File: config.mk
export PLATFORM = sky130hd
export DESIGN_NAME = lsu
export DESIGN_NICKNAME = d
export VERILOG_FILES = /design/src/rtl/lsu_pkg.sv /design/src/rtl/load_align.sv /design/src/rtl/lsu.sv /design/src/rtl/store_align.sv
export SDC_FILE = /design/constraint.sdc
export NUM_CORES = 1
export LEC_CHECK = 0
export BUFFER_PORTS_ARGS = -buffer_cell sky130_fd_sc_hd__buf_4
export CAP_MARGIN = 30
export CORE_MARGIN = 10
export CORE_UTILIZATION = 35
export CTS_CLUSTER_SIZE = 30
export DETAILED_ROUTE_END_ITERATION = 7
export PLACE_DENSITY = 0.62
export SETUP_SLACK_MARGIN = 0.3
export SYNTH_ARGS = -nofsm -noshare
export SYNTH_HDL_FRONTEND = slang
export SYNTH_SLANG_ARGS = --single-unit
File: constraint.sdc
create_clock -name clk -period 5.45 [get_ports clk]
set_input_delay 0.8175 -clock clk [delete_from_list [all_inputs] [get_ports clk]]
set_output_delay 0.8175 -clock clk [all_outputs]
set_load 0.01 [all_outputs]
File: src/rtl/lsu_pkg.sv
`default_nettype none

package lsu_pkg;

    typedef logic [31:0] xlen_t;
    typedef logic [31:0] addr_t;
    typedef logic [3:0] strb_t;

    // funct3 encodings of the load/store width
    typedef enum logic [2:0] {
        MEM_B  = 3'b000,
        MEM_H  = 3'b001,
        MEM_W  = 3'b010,
        MEM_BU = 3'b100,
        MEM_HU = 3'b101
    } mem_width_t;

    typedef logic [1:0] axi_resp_t;
    localparam axi_resp_t OKAY   = 2'b00;
    localparam axi_resp_t SLVERR = 2'b10;

    typedef struct packed {
        logic       store;
        mem_width_t width;
        addr_t      addr;
        xlen_t      data;
    } lsu_req_t;

    typedef struct packed {
        xlen_t data;
        logic  err;
    } lsu_resp_t;

    // shared by AR and AW
    typedef struct packed {
        addr_t addr;
    } axi_ax_t;

    typedef struct packed {
        xlen_t data;
        strb_t strb;
    } axi_w_t;

    typedef struct packed {
        xlen_t     data;
        axi_resp_t resp;
    } axi_r_t;

    typedef struct packed {
        axi_resp_t resp;
    } axi_b_t;

    typedef enum logic [2:0] {
        ST_IDLE,
        ST_RADDR,
        ST_RDATA,
        ST_WRITE,
        ST_WRESP,
        ST_RESP
    } lsu_state_t;

endpackage

`default_nettype wire

File: src/rtl/load_align.sv
`timescale 1ns/1ns
`default_nettype none

module load_align (
    input  lsu_pkg::mem_width_t width,
    input  lsu_pkg::addr_t      addr,
    input  lsu_pkg::xlen_t      word,
    output lsu_pkg::xlen_t      data,
    output logic                misaligned
);

    logic [1:0]     offset;
    lsu_pkg::xlen_t shifted;

    assign offset  = addr[1:0];
    assign shifted = word >> {offset, 3'b000};

    always_comb begin
        case (width)
            lsu_pkg::MEM_B: begin
                data = {{24{shifted[7]}}, shifted[7:0]};
            end
            lsu_pkg::MEM_H: begin
                data = {{16{shifted[15]}}, shifted[15:0]};
            end
            lsu_pkg::MEM_BU: begin
                data = {24'b0, shifted[7:0]};
            end
            lsu_pkg::MEM_HU: begin
                data = {16'b0, shifted[15:0]};
            end
            default: begin
                data = shifted;
            end
        endcase
    end

    // same rule as on the store side
    assign misaligned = (((width == lsu_pkg::MEM_H) || (width == lsu_pkg::MEM_HU)) &&
                         offset[0]) ||
                        ((width == lsu_pkg::MEM_W) && (offset != 2'b00));

endmodule

`default_nettype wire

File: src/rtl/lsu.sv
`timescale 1ns/1ns
`default_nettype none

module lsu (
    input  logic               clk,
    input  logic               rst,

    input  logic               in_valid,
    input  lsu_pkg::lsu_req_t  in_req,
    output logic               in_ready,

    output logic               out_valid,
    output lsu_pkg::lsu_resp_t out_resp,
    input  logic               out_ready,

    output lsu_pkg::axi_ax_t   ar,
    output logic               arvalid,
    input  logic               arready,

    input  lsu_pkg::axi_r_t    r,
    input  logic               rvalid,
    output logic               rready,

    output lsu_pkg::axi_ax_t   aw,
    output logic               awvalid,
    input  logic               awready,

    output lsu_pkg::axi_w_t    w,
    output logic               wvalid,
    input  logic               wready,

    input  lsu_pkg::axi_b_t    b,
    input  logic               bvalid,
    output logic               bready
);

    lsu_pkg::lsu_state_t state;
    lsu_pkg::lsu_req_t   req_q;
    lsu_pkg::lsu_req_t   cur_req;
    lsu_pkg::lsu_resp_t  resp_q;

    logic           aw_done;
    logic           w_done;
    logic           in_fire;
    logic           aw_fire;
    logic           w_fire;
    logic           misaligned;
    logic           st_misaligned;
    logic           ld_misaligned;
    lsu_pkg::xlen_t st_lane;
    lsu_pkg::strb_t st_strb;
    lsu_pkg::xlen_t ld_data;

    // alignment is checked on the incoming request while idle
    assign cur_req = (state == lsu_pkg::ST_IDLE) ? in_req : req_q;

    store_align i_store_align (
        .width      (cur_req.width),
        .addr       (cur_req.addr),
        .data       (cur_req.data),
        .lane_data  (st_lane),
        .strb       (st_strb),
        .misaligned (st_misaligned)
    );

    load_align i_load_align (
        .width      (cur_req.width),
        .addr       (cur_req.addr),
        .word       (r.data),
        .data       (ld_data),
        .misaligned (ld_misaligned)
    );

    assign misaligned = cur_req.store ? st_misaligned : ld_misaligned;

    assign in_ready  = (state == lsu_pkg::ST_IDLE);
    assign in_fire   = in_valid && in_ready;
    assign out_valid = (state == lsu_pkg::ST_RESP);
    assign out_resp  = resp_q;

    // word aligned bus address
    assign ar.addr = {req_q.addr[31:2], 2'b00};
    assign aw.addr = {req_q.addr[31:2], 2'b00};
    assign w.data  = st_lane;
    assign w.strb  = st_strb;

    assign arvalid = (state == lsu_pkg::ST_RADDR);
    assign rready  = (state == lsu_pkg::ST_RDATA);
    assign awvalid = (state == lsu_pkg::ST_WRITE) && !aw_done;
    assign wvalid  = (state == lsu_pkg::ST_WRITE) && !w_done;
    assign bready  = (state == lsu_pkg::ST_WRESP);

    assign aw_fire = awvalid && awready;
    assign w_fire  = wvalid && wready;

    always_ff @(posedge clk) begin
        if (rst) begin
            state   <= lsu_pkg::ST_IDLE;
            aw_done <= 1'b0;
            w_done  <= 1'b0;
        end else begin
            case (state)
                lsu_pkg::ST_IDLE: begin
                    if (in_fire) begin
                        if (misaligned) begin
                            state <= lsu_pkg::ST_RESP;
                        end else if (in_req.store) begin
                            state <= lsu_pkg::ST_WRITE;
                        end else begin
                            state <= lsu_pkg::ST_RADDR;
                        end
                    end
                end
                lsu_pkg::ST_RADDR: begin
                    if (arready) begin
                        state <= lsu_pkg::ST_RDATA;
                    end
                end
                lsu_pkg::ST_RDATA: begin
                    if (rvalid) begin
                        state <= lsu_pkg::ST_RESP;
                    end
                end
                lsu_pkg::ST_WRITE: begin
                    if (aw_fire) begin
                        aw_done <= 1'b1;
                    end
                    if (w_fire) begin
                        w_done <= 1'b1;
                    end
                    // aw and w may complete in different cycles
                    if ((aw_done || aw_fire) && (w_done || w_fire)) begin
                        aw_done <= 1'b0;
                        w_done  <= 1'b0;
                        state   <= lsu_pkg::ST_WRESP;
                    end
                end
                lsu_pkg::ST_WRESP: begin
                    if (bvalid) begin
                        state <= lsu_pkg::ST_RESP;
                    end
                end
                lsu_pkg::ST_RESP: begin
                    if (out_ready) begin
                        state <= lsu_pkg::ST_IDLE;
                    end
                end
                default: begin
                    state <= lsu_pkg::ST_IDLE;
                end
            endcase
        end
    end

    always_ff @(posedge clk) begin
        if (in_fire) begin
            req_q       <= in_req;
            resp_q.data <= '0;
            resp_q.err  <= misaligned;
        end
        if (rready && rvalid) begin
            resp_q.data <= (r.resp == lsu_pkg::OKAY) ? ld_data : '0;
            resp_q.err  <= (r.resp != lsu_pkg::OKAY);
        end
        if (bready && bvalid) begin
            resp_q.data <= '0;
            resp_q.err  <= (b.resp != lsu_pkg::OKAY);
        end
    end

endmodule

`default_nettype wire

File: src/rtl/store_align.sv
`timescale 1ns/1ns
`default_nettype none

module store_align (
    input  lsu_pkg::mem_width_t width,
    input  lsu_pkg::addr_t      addr,
    input  lsu_pkg::xlen_t      data,
    output lsu_pkg::xlen_t      lane_data,
    output lsu_pkg::strb_t      strb,
    output logic                misaligned
);

    logic [1:0] offset;

    assign offset = addr[1:0];

    // byte offset times eight
    assign lane_data = data << {offset, 3'b000};

    always_comb begin
        case (width)
            lsu_pkg::MEM_B: begin
                strb = 4'b0001 << offset;
            end
            lsu_pkg::MEM_H: begin
                strb = 4'b0011 << offset;
            end
            lsu_pkg::MEM_W: begin
                strb = 4'b1111;
            end
            default: begin
                strb = 4'b0000;
            end
        endcase
    end

    assign misaligned = ((width == lsu_pkg::MEM_H) && offset[0]) ||
                        ((width == lsu_pkg::MEM_W) && (offset != 2'b00));

endmodule

`default_nettype wire
== After elaboration in Yosys (flattened, before gate mapping) ==
Index checks and enable logic that the tools add are counted.
W data, S select, Z words.

* Reductions and logical operators: 31
* Equal/unequal tests: 15
* Mux-type cells: 21
* Shift operators: 4

{| class="wikitable"
|+ Operator list
! kind !! number
|-
| $pmux W32 S4 || 1
|-
| $mux W68 || 1
|-
| $mux W33 || 2
|-
| $mux W32 || 1
|-
| $shl A32 B5 Y32 || 1
|-
| $shr A32 B5 Y32 || 1
|-
| $mux W3 || 7
|-
| $pmux W3 S6 || 1
|-
| $eq A3 B3 Y1 const B || 4
|-
| $pmux W4 S3 || 1
|-
| $reduce_bool A2 Y1 || 6
|-
| $logic_and A1 B1 Y1 || 11
|-
| $eq A3 B2 Y1 const B || 3
|-
| $ne A2 B1 Y1 const B || 4
|-
| $eq A3 B1 Y1 const B || 2
|-
| $logic_not A3 Y1 || 2
|-
| $mux W1 || 6
|-
| $reduce_and A6 Y1 || 1
|-
| $logic_or A1 B1 Y1 || 5
|-
| $ne A2 B2 Y1 const B || 2
|-
| $reduce_and A2 Y1 || 2
|-
| $shl A1 B2 Y4 const A || 1
|-
| $shl A2 B2 Y4 const A || 1
|-
| $reduce_bool A3 Y1 || 1
|-
| other kinds (3) || 4
|}

* Input port bits: 113
* Register bits: 106
* Output and inout bits: 140
* Logic and storage cells: 80

== Longest topological paths before layout ==
* Depth after elaboration: 10
* Gate-level depth with buffers: 9
* Mapped depth without buffers: 6

== Hierarchy ==
Synthesis repeated with hierarchy kept, for this count alone.

* Cells, all modules: 560
* Area total of the unflattened synthesis: 6216.0 um^2

{| class="wikitable"
|+ By module, submodules not included
! module !! sequential area each (um^2) !! area each (um^2) !! instances !! cells each
|-
| lsu || 2812.7 || 4792.1 || 1 || 344
|-
| load_align || 0.0 || 813.3 || 1 || 118
|-
| store_align || 0.0 || 610.6 || 1 || 98
|}

== Worst setup path before layout ==
No wires, ideal clock.

* Path kind: reg2reg
* From: register state[2]
* To: register req_q, in the netlist ar[10] (enable)
* Data arrival time: 3.006 ns
* Stages on the path, launching flop included: 7
* Path buffers: 3
* Slack: 2.011 ns
* Data required time: 5.017 ns
* Clock period less this slack: 3.439 ns
* Library setup time: 0.433 ns
* Cells stage by stage: dfxtp_1 -> or3_1 -> buf_4 -> inv_6 -> buf_6 -> clkbuf_1 -> and2_1

* Cells in the longest elaborated chain, start to end: 2

{| class="wikitable"
|+ Ends and longest elaborated chain
! item !! line !! text
|-
| start: declaration || lsu.sv:37 || <nowiki>lsu_pkg::lsu_state_t state;</nowiki>
|-
| start signal: assignment || lsu.sv:98 || <nowiki>state <= lsu_pkg::ST_IDLE;</nowiki>
|-
| start signal: assignment || lsu.sv:106 || <nowiki>state <= lsu_pkg::ST_RESP;</nowiki>
|-
| start signal: assignment || lsu.sv:108 || <nowiki>state <= lsu_pkg::ST_WRITE;</nowiki>
|-
| $logic_not A3 Y1 || lsu.sv:76 || <nowiki>assign in_ready = (state == lsu_pkg::ST_IDLE);</nowiki>
|-
| named net in_ready || lsu.sv:10 || <nowiki>output logic in_ready,</nowiki>
|-
| $logic_and A1 B1 Y1 || lsu.sv:77 || <nowiki>assign in_fire = in_valid && in_ready;</nowiki>
|-
| named net in_fire || lsu.sv:44 || <nowiki>logic in_fire;</nowiki>
|-
| end signal: assignment || lsu.sv:157 || <nowiki>req_q <= in_req;</nowiki>
|-
| end: declaration || lsu.sv:38 || <nowiki>lsu_pkg::lsu_req_t req_q;</nowiki>
|}

The timed path passes the listed nets, and every way through them passes these cells.
A chain may end at the register's enable or synchronous reset.

==> results.md <==
* I/O Buffers at 248
* Maximum vdd drop at 0.285 mV
* Post-synthesis register bit count at 106
* Hold path endpoint: out_resp[19]
* Post-CTS setup buffer count at 0
* Tcrit/Tclk final at 0.732
* Buf/Inv on CP at 3
* Area grow syn2layout at 30.6%
* RSZ-0062 raised after global routing: no
* Largest net degree at the start of global routing at 69
* CTS tree: yes
* Yosys top cell area share at 0.340
* Core Rows at 48
* Worst path required time at 4.63 ns
* Antenna diodes at 0
* Most common cell after layout, fill and taps aside: buf_4
* Vias in the first global route at 5422
* RR Startpoint: state[0]
* Hold buffers post-CTS at 0
* Proportion of layout cells with a drive suffix above 1 at 0.414
* Post-Route WL at 20600 um
* Num ports at 253
* Die Y at 152 um
* Post-synth EDFFs at 69
* Clk sink count at 106
* Setup TNS at 0 ns
* Wire per inst at 21.0 um
* CTS max path bufs at 2
* Crit end category: primary output
* Delay-heaviest family, CP: simple AND/OR/NAND/NOR gates
* Slowest library cell on the worst path: or3_2
* Global-route wire length before repair at 31700 um
* H-tree levels at 3
* Maximum fanout along the worst path at 34
* Crit path DAT at 3.17 ns
* Crit path kind: flip-flop to primary output
* All-Layer GR Usage at 0.170
* Initial Util at 0.355
* CTS Root Cell: clkbuf_16
* Fmax at 251 MHz
* Top post-synthesis cells by area: edfxtp_1 34%, dfxtp_1 12%, mux2i_1 11%
* Worst hold path cell count at 1
* Vias at 5207
* Placer Congestion at 0.890
* DIE AREA at 23100 um2
* Cts repair resizes at 0
* Most frequent cells in the layout: 255 x buf_4, 69 x edfxtp_1, 63 x mux2i_1
* R2r worst-path depth at 6
* Final hold violations at 0
* Top_reg_cell synth: edfxtp_1
* Syn avg cell area at 10.4 um2
* Yosys warns at 0
* Cells after Synth at 585
* Fin Clk Skew at 0.0137 ns
* Pleak at 0.00346 uW
* CP max stage delay at 0.55 ns
* Period minus WS final at 3.99 ns
* Internal reg-to-reg setup slack at 2.52 ns
* DR iter-0 viols at 333
* Pre-antenna DRT Iters at 5
* Detail Route Antenna Nets at 0
* Startpoint Class: flip-flop
* Final setup violation count at 0
* Mapped cell area at 6090 um2
* Worst-Margin Slew at 0.895 ns
* Post-synth ARST share at 0
* Core area at 17200 um2
* Most frequent CP cell: buf_4
* Initial antenna violation count at 0
* RR Endpoint: out_resp[31]
* CTS clk-pin slew, worst paths at 0.08 ns
* Status: finished, final reports clean
* Util after Layout at 0.463
* Nets at 866
* Die width at 152 um
* Worst skew pair latency at 0.36 ns
* Hold_sp: out_resp[19]
* Power Density at 491 nW/um2
* Overflow after GRT at 0
* Slew headroom at 0.387
* Synth area leader: edfxtp_1
* Via density at 5.30
* Hold Path Class: flip-flop to flip-flop
* Post-DP HPWL at 15500 um
* Slew Limit Fails at 0
* CP Cell Sequence: or3_2, inv_6, mux2i_4, buf_4, nand2_1, nor2_1, buf_4
* Seq/Total Area, Yosys at 0.462
* TritonCTS Buffers at 9
* DRC errors left at 0
* Synth cell types at 53
* Max Cap Viol at 0
-- worst reg2reg max path, delay by kind of cell (launching register included) --
kind / cells / cell delay, ns
multiplexers: 1 / 0.52
AO/OA/AOI/OAI: 2 / 0.65
AND/OR/NAND/NOR: 2 / 0.92
flip-flops: 1 / 0.42
buffers and inverters: 1 / 0.31
-- cells in the mapped netlist, drive strengths merged, types with 2 or more instances --
| cell | count |
|---|---|
| mux2 | 29 |
| nor3b | 3 |
| a32o | 24 |
| buf | 85 |
| nor4bb | 2 |
| mux4 | 2 |
| nor3 | 5 |
| a21o | 10 |
| nor2 | 47 |
| o22ai | 9 |
| dfxtp | 37 |
| nor4 | 2 |
| nand2 | 56 |
| nand3 | 17 |
| inv | 7 |
| edfxtp | 69 |
| clkbuf | 16 |
| o21ai | 34 |
| a21oi | 29 |
| o211ai | 7 |
| mux2i | 65 |
| a221oi | 4 |
| and2 | 6 |
-- metrics by stage --
stage	power [uW]	instances	setup slack, ns	hold slack, ns	instance area [um2]
6_report	3910	983	1.46	0.474	7960
5_1_grt	4180	983	1.24	0.496	7960
4_1_cts	3950	983	1.42	0.476	7960
3_5_place_dp	3280	967	1.80	0.457	7660
3_3_place_gp	3260	967	1.87	0.453	7660
2_1_floorplan	2510	588	2.01	0.495	6100
-- kinds of logic (layout without fill, tap and decap cells) --
| group | after synthesis | in the layout | share of synthesized area |
|---|---|---|---|
| compound gates | 129 | 129 | 0.148 |
| buf+inv | 108 | 278 | 0.113 |
| flops | 106 | 106 | 0.462 |
| mux | 96 | 96 | 0.170 |
| other cells | 1 | 4 | 0.000615 |
| simple gates | 145 | 145 | 0.107 |
-- sequential cells by signal, summed over array words and instances (netlist names) --
name,count
out_resp,33
req_q,38
state,3
w_done,1
ar,30
aw_done,1
-- where the power goes --
part	switching (uW)	internal (uW)
Combinational	1190	872
Clock	305	352
Sequential	119	1070
-- worst max path at each step --
stage,startpoint,endpoint,cells after the start
2_1_floorplan,state[2],ar[10],6
3_3_place_gp,state[2],w[6],7
3_5_place_dp,state[2],w[10],7
4_1_cts,state[0],w[10],7
5_1_grt,state[0],w[10],7
6_report,state[0],w[10],7
-- layer usage --
| layer | vias to the layer above | wire (um) | global-route usage |
|---|---|---|---|
| li1 | 2434 | - | - |
| met1 | 2477 | 8950 | 0.208 |
| met2 | 271 | 9420 | 0.274 |
| met3 | 25 | 1900 | 0.0612 |
| met4 | 0 | 326 | 0.0546 |
| met5 | - | 0 | 0 |
-- cell type report --
type,instances,area (um2)
clock buffer,11,264
clock inverter,5,35.0
fill,1661,9220
inverter,7,31.3
multi-input combinational,374,2620
sequential,106,2810
tap,225,282
timing repair buffer,255,1910
No activity file was read; power rests on OpenSTA's default activity.
